[src/logic/ntm_oneplus_pkg.sv]
// Shared widths, depths, fixed point constants and enums; imported by every activation unit module
package ntm_oneplus_pkg;

  ////////////////////////////////////////////////////////////
  // Data format
  ////////////////////////////////////////////////////////////

  // Signed Q8.8 elements
  localparam int DATA_WIDTH = 16;
  localparam int FRAC_BITS  = 8;

  // Vector length, zero not allowed
  localparam int LEN_WIDTH = 8;

  // Square is Q16.16, divide by 16 and return to Q8.8
  localparam int SQ_SHIFT = FRAC_BITS + 4;

  ////////////////////////////////////////////////////////////
  // Buffers and credits
  ////////////////////////////////////////////////////////////

  localparam int IN_DEPTH         = 4;
  localparam int RES_DEPTH        = 4;
  localparam int OUT_CREDITS_INIT = 4;

  // Pointer and occupancy widths
  localparam int IN_PTR_W  = $clog2(IN_DEPTH);
  localparam int IN_CNT_W  = $clog2(IN_DEPTH) + 1;
  localparam int RES_PTR_W = $clog2(RES_DEPTH);
  localparam int RES_CNT_W = $clog2(RES_DEPTH) + 1;
  localparam int OUT_CNT_W = $clog2(OUT_CREDITS_INIT) + 1;

  ////////////////////////////////////////////////////////////
  // Fixed point constants
  ////////////////////////////////////////////////////////////

  // 4.0, the softplus knee
  localparam logic signed [DATA_WIDTH-1:0] KNEE    = 16'sd1024;
  // 1.0, oneplus offset
  localparam logic        [DATA_WIDTH-1:0] ONE_FIX = 16'd256;
  // Largest positive Q8.8
  localparam logic        [DATA_WIDTH-1:0] MAX_FIX = 16'h7fff;

  ////////////////////////////////////////////////////////////
  // Enums
  ////////////////////////////////////////////////////////////

  typedef enum logic {
    OP_SOFTPLUS = 1'b0,
    OP_ONEPLUS  = 1'b1
  } opcode_t;

  typedef enum logic {
    ST_IDLE = 1'b0,
    ST_RUN  = 1'b1
  } decode_state_t;

endpackage
[src/logic/ntm_vector_oneplus_top.sv]
// Top of the vector oneplus unit; wires decode, execute and result into one credit-managed pipeline
`timescale 1ns/1ns

module ntm_vector_oneplus_top
  import ntm_oneplus_pkg::*;
(
  input  logic                  CLK,
  input  logic                  RST,
  // Command
  input  logic                  START,
  input  opcode_t               OPCODE,
  input  logic [LEN_WIDTH-1:0]  LENGTH,
  output logic                  BUSY,
  // Input stream
  input  logic                  DATA_IN_VALID,
  input  logic [DATA_WIDTH-1:0] DATA_IN,
  output logic                  IN_CREDIT,
  // Output stream
  output logic                  DATA_OUT_VALID,
  output logic [DATA_WIDTH-1:0] DATA_OUT,
  input  logic                  OUT_CREDIT,
  // Completion
  output logic                  DONE
);

  ////////////////////////////////////////////////////////////
  // Internal links
  ////////////////////////////////////////////////////////////

  // Decode to execute
  logic                  issue_valid;
  logic [DATA_WIDTH-1:0] issue_data;
  opcode_t               issue_op;
  logic                  issue_last;

  // Execute to result
  logic                  exec_valid;
  logic [DATA_WIDTH-1:0] exec_data;
  logic                  exec_last;

  // Result slot return
  logic                  res_credit;

  ////////////////////////////////////////////////////////////
  // Instances
  ////////////////////////////////////////////////////////////

  ntm_oneplus_decode u_decode (
    .CLK           (CLK),
    .RST           (RST),
    .START         (START),
    .OPCODE        (OPCODE),
    .LENGTH        (LENGTH),
    .BUSY          (BUSY),
    .DATA_IN_VALID (DATA_IN_VALID),
    .DATA_IN       (DATA_IN),
    .IN_CREDIT     (IN_CREDIT),
    .res_credit    (res_credit),
    .issue_valid   (issue_valid),
    .issue_data    (issue_data),
    .issue_op      (issue_op),
    .issue_last    (issue_last)
  );

  // Fixed two cycle latency, no stall
  ntm_oneplus_execute u_execute (
    .CLK         (CLK),
    .RST         (RST),
    .issue_valid (issue_valid),
    .issue_data  (issue_data),
    .issue_op    (issue_op),
    .issue_last  (issue_last),
    .exec_valid  (exec_valid),
    .exec_data   (exec_data),
    .exec_last   (exec_last)
  );

  ntm_oneplus_result u_result (
    .CLK            (CLK),
    .RST            (RST),
    .exec_valid     (exec_valid),
    .exec_data      (exec_data),
    .exec_last      (exec_last),
    .res_credit     (res_credit),
    .DATA_OUT_VALID (DATA_OUT_VALID),
    .DATA_OUT       (DATA_OUT),
    .OUT_CREDIT     (OUT_CREDIT),
    .DONE           (DONE)
  );

endmodule

[src/logic/ntm_oneplus_result.sv]
// Result buffer and output credit gate; returns slots to decode and flags command completion
`timescale 1ns/1ns

module ntm_oneplus_result
  import ntm_oneplus_pkg::*;
(
  input  logic                  CLK,
  input  logic                  RST,
  // From execute
  input  logic                  exec_valid,
  input  logic [DATA_WIDTH-1:0] exec_data,
  input  logic                  exec_last,
  // Slot return to decode
  output logic                  res_credit,
  // Output stream
  output logic                  DATA_OUT_VALID,
  output logic [DATA_WIDTH-1:0] DATA_OUT,
  input  logic                  OUT_CREDIT,
  // Last element of a command leaving
  output logic                  DONE
);

  ////////////////////////////////////////////////////////////
  // Signals
  ////////////////////////////////////////////////////////////

  // Result FIFO, data plus last tag
  logic [DATA_WIDTH-1:0] res_mem [RES_DEPTH];
  logic                  last_mem [RES_DEPTH];
  logic [RES_PTR_W-1:0]  wr_ptr;
  logic [RES_PTR_W-1:0]  rd_ptr;
  logic [RES_CNT_W-1:0]  res_count;
  logic                  res_empty;
  logic                  res_full;

  // Consumer buffer space
  logic [OUT_CNT_W-1:0]  out_credits;
  logic                  pop;

  ////////////////////////////////////////////////////////////
  // Pop
  ////////////////////////////////////////////////////////////

  assign res_empty = (res_count == '0);
  assign res_full  = (res_count == RES_CNT_W'(RES_DEPTH));

  // Needs an entry and a consumer credit
  assign pop = !res_empty && (out_credits != '0);

  assign DATA_OUT_VALID = pop;
  assign DATA_OUT       = res_mem[rd_ptr];
  assign DONE           = pop && last_mem[rd_ptr];
  // Freed slot goes back to decode
  assign res_credit     = pop;

  ////////////////////////////////////////////////////////////
  // FIFO
  ////////////////////////////////////////////////////////////

  always_ff @(posedge CLK) begin
    if (exec_valid) begin
      res_mem[wr_ptr]  <= exec_data;
      last_mem[wr_ptr] <= exec_last;
    end
  end

  always_ff @(posedge CLK or posedge RST) begin
    if (RST) begin
      wr_ptr    <= '0;
      rd_ptr    <= '0;
      res_count <= '0;
    end else begin
      if (exec_valid) begin
        wr_ptr <= wr_ptr + 1'b1;
      end
      if (pop) begin
        rd_ptr <= rd_ptr + 1'b1;
      end
      case ({exec_valid, pop})
        2'b10:   res_count <= res_count + 1'b1;
        2'b01:   res_count <= res_count - 1'b1;
        default: res_count <= res_count;
      endcase
    end
  end

  ////////////////////////////////////////////////////////////
  // Output credits
  ////////////////////////////////////////////////////////////

  // Gain on OUT_CREDIT, spend on each output
  always_ff @(posedge CLK or posedge RST) begin
    if (RST) begin
      out_credits <= OUT_CNT_W'(OUT_CREDITS_INIT);
    end else begin
      case ({OUT_CREDIT, pop})
        2'b10:   out_credits <= out_credits + 1'b1;
        2'b01:   out_credits <= out_credits - 1'b1;
        default: out_credits <= out_credits;
      endcase
    end
  end

  ////////////////////////////////////////////////////////////
  // Assertions
  ////////////////////////////////////////////////////////////

  // Decode's slot count must keep execute from overrunning the buffer
  a_no_write_full: assert property (@(posedge CLK) disable iff (RST)
    exec_valid |-> !res_full);

  // Consumer never returns more than it was given
  a_out_credit_bound: assert property (@(posedge CLK) disable iff (RST)
    out_credits <= OUT_CNT_W'(OUT_CREDITS_INIT));

endmodule

[src/logic/ntm_oneplus_execute.sv]
// Two-stage softplus and oneplus datapath; carries opcode and last tag alongside each element
`timescale 1ns/1ns

module ntm_oneplus_execute
  import ntm_oneplus_pkg::*;
(
  input  logic                  CLK,
  input  logic                  RST,
  // From decode
  input  logic                  issue_valid,
  input  logic [DATA_WIDTH-1:0] issue_data,
  input  opcode_t               issue_op,
  input  logic                  issue_last,
  // To result, two cycles after issue
  output logic                  exec_valid,
  output logic [DATA_WIDTH-1:0] exec_data,
  output logic                  exec_last
);

  ////////////////////////////////////////////////////////////
  // Stage one registers
  ////////////////////////////////////////////////////////////

  logic                         s1_valid;
  opcode_t                      s1_op;
  logic                         s1_last;
  logic                         s1_low;
  logic                         s1_high;
  logic        [DATA_WIDTH-1:0] s1_data;
  logic signed [DATA_WIDTH-1:0] s1_sum;

  // Stage two combinational
  logic signed [2*DATA_WIDTH-1:0] sq_prod;
  logic        [2*DATA_WIDTH-1:0] base;
  logic        [2*DATA_WIDTH-1:0] total;
  logic        [DATA_WIDTH-1:0]   result_d;

  ////////////////////////////////////////////////////////////
  // Stage one: region and shifted input
  ////////////////////////////////////////////////////////////

  always_ff @(posedge CLK or posedge RST) begin
    if (RST) begin
      s1_valid <= 1'b0;
    end else begin
      s1_valid <= issue_valid;
    end
  end

  always_ff @(posedge CLK) begin
    s1_op   <= issue_op;
    s1_last <= issue_last;
    s1_data <= issue_data;
    // At or below -4.0 gives zero
    s1_low  <= ($signed(issue_data) <= -KNEE);
    // At or above 4.0 passes through
    s1_high <= ($signed(issue_data) >= KNEE);
    // Only meaningful in the middle region, never wraps there
    s1_sum  <= $signed(issue_data) + KNEE;
  end

  ////////////////////////////////////////////////////////////
  // Stage two: square, select, offset, saturate
  ////////////////////////////////////////////////////////////

  // (x + 4)^2 as Q16.16
  assign sq_prod = s1_sum * s1_sum;

  always_comb begin
    if (s1_low) begin
      base = '0;
    end else if (s1_high) begin
      // Positive here, zero extend
      base = {{DATA_WIDTH{1'b0}}, s1_data};
    end else begin
      // Divide by 16 and drop to Q8.8, truncating
      base = $unsigned(sq_prod) >> SQ_SHIFT;
    end
    // Oneplus offset
    if (s1_op == OP_ONEPLUS) begin
      total = base + (2*DATA_WIDTH)'(ONE_FIX);
    end else begin
      total = base;
    end
    // Clamp to largest positive
    if (total > (2*DATA_WIDTH)'(MAX_FIX)) begin
      result_d = MAX_FIX;
    end else begin
      result_d = total[DATA_WIDTH-1:0];
    end
  end

  always_ff @(posedge CLK or posedge RST) begin
    if (RST) begin
      exec_valid <= 1'b0;
    end else begin
      exec_valid <= s1_valid;
    end
  end

  // Payload follows valid
  always_ff @(posedge CLK) begin
    exec_data <= result_d;
    exec_last <= s1_last;
  end

endmodule

[src/logic/ntm_oneplus_decode.sv]
// Command intake and input buffer; issues tagged elements to execute while result slots remain
`timescale 1ns/1ns

module ntm_oneplus_decode
  import ntm_oneplus_pkg::*;
(
  input  logic                  CLK,
  input  logic                  RST,
  // Command
  input  logic                  START,
  input  opcode_t               OPCODE,
  input  logic [LEN_WIDTH-1:0]  LENGTH,
  output logic                  BUSY,
  // Input stream
  input  logic                  DATA_IN_VALID,
  input  logic [DATA_WIDTH-1:0] DATA_IN,
  output logic                  IN_CREDIT,
  // Slot return from result
  input  logic                  res_credit,
  // Issue to execute
  output logic                  issue_valid,
  output logic [DATA_WIDTH-1:0] issue_data,
  output opcode_t               issue_op,
  output logic                  issue_last
);

  ////////////////////////////////////////////////////////////
  // Signals
  ////////////////////////////////////////////////////////////

  decode_state_t         state;
  opcode_t               op_q;
  logic [LEN_WIDTH-1:0]  len_q;
  logic [LEN_WIDTH-1:0]  issued;

  // Input FIFO
  logic [DATA_WIDTH-1:0] in_mem [IN_DEPTH];
  logic [IN_PTR_W-1:0]   wr_ptr;
  logic [IN_PTR_W-1:0]   rd_ptr;
  logic [IN_CNT_W-1:0]   in_count;
  logic                  in_empty;
  logic                  in_full;

  // Free result slots
  logic [RES_CNT_W-1:0]  exec_credits;

  ////////////////////////////////////////////////////////////
  // Issue
  ////////////////////////////////////////////////////////////

  assign in_empty = (in_count == '0);
  assign in_full  = (in_count == IN_CNT_W'(IN_DEPTH));

  // Needs a running command, a buffered element and a result slot
  assign issue_valid = (state == ST_RUN) && !in_empty && (exec_credits != '0);
  assign issue_data  = in_mem[rd_ptr];
  assign issue_op    = op_q;
  assign issue_last  = (issued == len_q - 1'b1);

  // Every pop frees one sender slot
  assign IN_CREDIT = issue_valid;
  assign BUSY      = (state == ST_RUN);

  ////////////////////////////////////////////////////////////
  // Command FSM
  ////////////////////////////////////////////////////////////

  always_ff @(posedge CLK or posedge RST) begin
    if (RST) begin
      state  <= ST_IDLE;
      op_q   <= OP_SOFTPLUS;
      len_q  <= '0;
      issued <= '0;
    end else begin
      case (state)
        ST_IDLE: begin
          // Latch command, START ignored while busy
          if (START) begin
            op_q   <= OPCODE;
            len_q  <= LENGTH;
            issued <= '0;
            state  <= ST_RUN;
          end
        end
        ST_RUN: begin
          if (issue_valid) begin
            // Last element ends the command
            if (issue_last) begin
              state <= ST_IDLE;
            end else begin
              issued <= issued + 1'b1;
            end
          end
        end
        default: state <= ST_IDLE;
      endcase
    end
  end

  ////////////////////////////////////////////////////////////
  // Input FIFO and execute credits
  ////////////////////////////////////////////////////////////

  // Storage only
  always_ff @(posedge CLK) begin
    if (DATA_IN_VALID) begin
      in_mem[wr_ptr] <= DATA_IN;
    end
  end

  always_ff @(posedge CLK or posedge RST) begin
    if (RST) begin
      wr_ptr       <= '0;
      rd_ptr       <= '0;
      in_count     <= '0;
      exec_credits <= RES_CNT_W'(RES_DEPTH);
    end else begin
      if (DATA_IN_VALID) begin
        wr_ptr <= wr_ptr + 1'b1;
      end
      if (issue_valid) begin
        rd_ptr <= rd_ptr + 1'b1;
      end
      // Occupancy
      case ({DATA_IN_VALID, issue_valid})
        2'b10:   in_count <= in_count + 1'b1;
        2'b01:   in_count <= in_count - 1'b1;
        default: in_count <= in_count;
      endcase
      // One slot taken per issue, one back per result pop
      case ({issue_valid, res_credit})
        2'b10:   exec_credits <= exec_credits - 1'b1;
        2'b01:   exec_credits <= exec_credits + 1'b1;
        default: exec_credits <= exec_credits;
      endcase
    end
  end

  ////////////////////////////////////////////////////////////
  // Assertions
  ////////////////////////////////////////////////////////////

  // Sender must respect its credits
  a_no_push_full: assert property (@(posedge CLK) disable iff (RST)
    DATA_IN_VALID |-> !in_full);

  // New command only once the previous one has issued
  a_no_start_busy: assert property (@(posedge CLK) disable iff (RST)
    START |-> !BUSY);

  // Result never returns more slots than it has
  a_credit_bound: assert property (@(posedge CLK) disable iff (RST)
    exec_credits <= RES_CNT_W'(RES_DEPTH));

endmodule

[config.mk]
export PLATFORM = sky130hd
export DESIGN_NAME = ntm_vector_oneplus_top
export DESIGN_NICKNAME = d
export VERILOG_FILES = /design/src/logic/ntm_oneplus_pkg.sv /design/src/logic/ntm_vector_oneplus_top.sv /design/src/logic/ntm_oneplus_result.sv /design/src/logic/ntm_oneplus_execute.sv /design/src/logic/ntm_oneplus_decode.sv
export SDC_FILE = /design/constraint.sdc
export NUM_CORES = 1
export LEC_CHECK = 0
export BUFFER_PORTS_ARGS = -buffer_cell sky130_fd_sc_hd__buf_2
export CORE_UTILIZATION = 58
export CTS_CLUSTER_SIZE = 8
export DETAILED_ROUTE_END_ITERATION = 7
export GPL_TIMING_DRIVEN = 1
export MAX_ROUTING_LAYER = met4
export PLACE_DENSITY = 0.78
export SYNTH_ARGS = -nofsm -noshare
export SYNTH_HDL_FRONTEND = slang
export SYNTH_SLANG_ARGS = --single-unit
[constraint.sdc]
create_clock -name CLK -period 6.49 [get_ports CLK]
set_input_delay 0.3245 -clock CLK [delete_from_list [all_inputs] [get_ports CLK]]
set_output_delay 0.3245 -clock CLK [all_outputs]
set_load 0.02 [all_outputs]
==> impl_metrics.py <==
metrics = {
    "status": {
        "status": "finished with violations",
        "violations": "negative setup slack",
    },
    "clock_network": {
        "clkTransAtPathRegs_ns": 0.06,
        "ctsLongestPathBuffers": 3,
        "clock_latency_ns": 0.53,
        "root_buffer": "clkbuf_16",
        "numCtsBuffers": 30,
        "cts_max_level": 1,
        "clock-sinks": 215,
        "cts_tree": "done",
    },
    "floorplan": {
        "rows": 63,
        "die_w_um": 175,
        "start_util_pct": 58.9,
        "design.die.area_um2": 30800,
        "core_um2": 29600,
        "chipHeight_um": 175,
        "io_pins": 50,
    },
    "run": {
        "cap_violations": 0,
    },
    "detailed_routing": {
        "first_pass_iters": 6,
        "vias_per_cell": 5.52,
        "vias": 12300,
        "drcViolationCount": 0,
        "postRouteAntennaNets": 0,
        "wl_mm": 41.7,
        "wl_per_cell_um": 18.8,
        "drt_iter0_markers": 931,
    },
    "timing": {
        "skew_ns": 0.0183,
        "fin_ws_ns": -0.390,
        "maxSlewViolCount": 0,
        "hold_violations": 0,
        "max_freq_ghz": 0.145,
        "finalWorstPathRequiredPeriod_ns": 6.88,
        "min_period_over_period_pct": 106,
        "setup_viol": 15,
        "rsz0062_at_grt": "yes",
        "worst_pin_slew_ns": 1.05,
        "slew_headroom_pct": 29.7,
    },
    "setup_path": {
        "cp_top_family": "adder cells",
        "required_ns": 6.95,
        "critPathBufInv": 4,
        "cpMaxStageDelayCell": "fa_2",
        "cp_max_fo": 9,
        "cp_cell_sequence": "and2_4, fa_2, buf_4, fa_1, fa_2, fa_2, fa_1, inv_1, fa_1, inv_1, ha_4, a21oi_2, o21a_1, or3_1, a21oi_2, nor2_1, mux2_4, or4b_4, nor4b_4, buf_4, mux2_4, nand3_2",
        "cp-start-kind": "flip-flop",
        "slowest_delay_ns": 0.66,
        "arrival_ns": 7.34,
        "cp-end-kind": "flip-flop",
        "critPathKind": "reg2reg",
    },
    "global_route": {
        "grt_max_degree": 41,
        "grt_pass1_vias": 13400,
        "grt_remaining_overflow": 0,
        "antenna_found_initial": 1,
        "grt_pass1_wl_mm": 67.5,
        "grt_usage_pct": 29.1,
    },
    "finish": {
        "n_antenna_cell": 0,
        "nets": 2179,
        "drive_gt1_share_pct": 26.5,
        "final_core_util_pct": 72.1,
        "area_delta_synth_final_pct": 22.4,
    },
    "synth": {
        "ys_seq_area_share_pct": 33.4,
        "synth-seq-cells": 215,
        "synthFlopType": "edfxtp_1",
        "synth_warnings": 0,
        "post_synth_num_cell_types": 65,
        "netlist.area_leader.share_pct": 27.2,
        "yosysTopAreaCell": "fa_1",
        "syn-num-nets": 1930,
        "syn-mean-instance-area_um2": 11.2,
        "syn_area_um2": 17500,
        "async_flop_share_pct": 18.6,
        "synthTopCellsByArea": "fa_1, edfxtp_1, inv_1",
        "syn_inst": 1556,
        "synth-edff-count": 132,
    },
    "placed_design": {
        "dpl.hpwl_mm": 29.8,
        "portBuffers": 49,
        "gp_congestion": 0.921,
    },
    "worst_hold_path": {
        "holdCritPathClass": "in2reg",
    },
}
==> stage by stage <==
stage	std cells	area, um2	TNS [ns]	hold WS [ns]	setup WS, ns
CTS	2202	20900	-4.90	0.00346	-0.366
finish	2219	21400	-4.91	0.0166	-0.390
floorplan	1556	17800	-0.588	0.310	-0.0655
global route	2219	21400	-8.16	0.00835	-0.577
global placement	2126	19600	-10.51	0.318	-0.743
detailed placement	2126	19600	-10.80	0.318	-0.756
==> timing repair <==
action,CTS,global route
pin swaps,39,43
resized for setup,83,75
hold buffers,7,0
setup endpoints to repair,15,15
setup buffers,12,16
hold endpoints to repair,47,0
gates cloned,1,1
==> layout by cell type (no fill, tap or decap), types with 14 or more instances in the layout <==
master	count
inv_1	343
fa_1	225
buf_4	187
edfxtp_1	132
nand2_1	119
ha_1	90
buf_2	49
nor2_1	47
xnor2_1	42
dfrtp_1	38
and2_1	35
mux4_2	33
clkbuf_16	32
a21oi_1	29
xor2_1	28
dfxtp_1	28
clkbuf_1	25
o21ai_0	24
nand3_1	18
inv_2	18
nor3_1	14
ha_4	14
==> final cells by class <==
| type | count | area (um2) |
|---|---|---|
| timing repair buffer | 262 | 2000 |
| clock buffer | 56 | 870 |
| sequential | 215 | 5870 |
| tap | 390 | 488 |
| multi-input combinational | 932 | 10800 |
| fill | 1911 | 8260 |
| inverter | 364 | 1370 |
==> synth_stat cells (3+ instances only) <==
library cell and number:
a31o_2 3, a21o_1 7, nand2_1 132, clkbuf_1 42, a21oi_1 41, o21ai_2 4, fa_1 237, o31ai_1 3
or3_1 6, xnor2_1 44, dfxtp_1 43, ha_1 107, o21a_1 5, or2_2 3, a211oi_1 5, mux4_2 33
and2_1 46, o21bai_1 5, a21boi_0 4, nor4_1 4, nand2b_1 6, a31oi_1 14, nor3_1 14, nor2_1 58
nor2b_1 6, nand3_1 23, o211ai_1 6, dfrtp_1 38, xor2_1 29, edfxtp_1 132, o21ai_0 34, inv_1 363
and3_1 8, nand4_1 5, mux2i_1 7, a221oi_1 3
==> kinds of logic after synthesis <==
group	synth area share, %
AOI/OAI and AO/OA	5.54
xor gates and xnor gates	3.66
adders and majority gates	34.8
buffers and inverters	8.92
DFF	33.4
muxes	4.96
other	0.0215
and+or+nand+nor	8.66
==> state kept, by name, indices dropped and copies added (netlist names), 2 cells and up <==
signal                 count
u_decode.exec_credits      3
u_decode.in_count          3
u_decode.in_mem           64
u_decode.issued            8
u_decode.len_q             8
u_decode.rd_ptr            2
u_decode.wr_ptr            2
u_execute.exec_data       16
u_execute.s1_data         16
u_execute.s1_sum           6
u_result.last_mem          4
u_result.out_credits       3
u_result.rd_ptr            2
u_result.res_count         3
u_result.res_mem          64
u_result.wr_ptr            2
==> per-layer routing <==
metal	up-vias	wire, um	track usage [%]
met4	0	1450	10.3
li1	5468	-	-
met1	6235	16400	35.9
met3	115	2010	3.27
met2	433	21800	50.0
met5	-	0	-
==> path summary, 6_finish.rpt <==
path	from	endpoint	slack [ns]	cells after the start
setup reg to reg	u_execute.s1_data[1]	u_execute.exec_data[10]	-0.39	22
min in group asynchronous	RST	u_result.out_credits[0]	0.51	4
hold reg to reg	u_execute.s1_last	u_execute.exec_last	0.33	0
hold / removal	DATA_IN[13]	u_decode.in_mem[0][13]	0.02	1
max in group asynchronous	RST	u_decode.exec_credits[2]	5.61	4
setup / recovery	u_execute.s1_data[1]	u_execute.exec_data[10]	-0.39	22
Power is not shown: default switching activity piles up to over one toggle a cycle in this logic, so the estimate is an artifact.
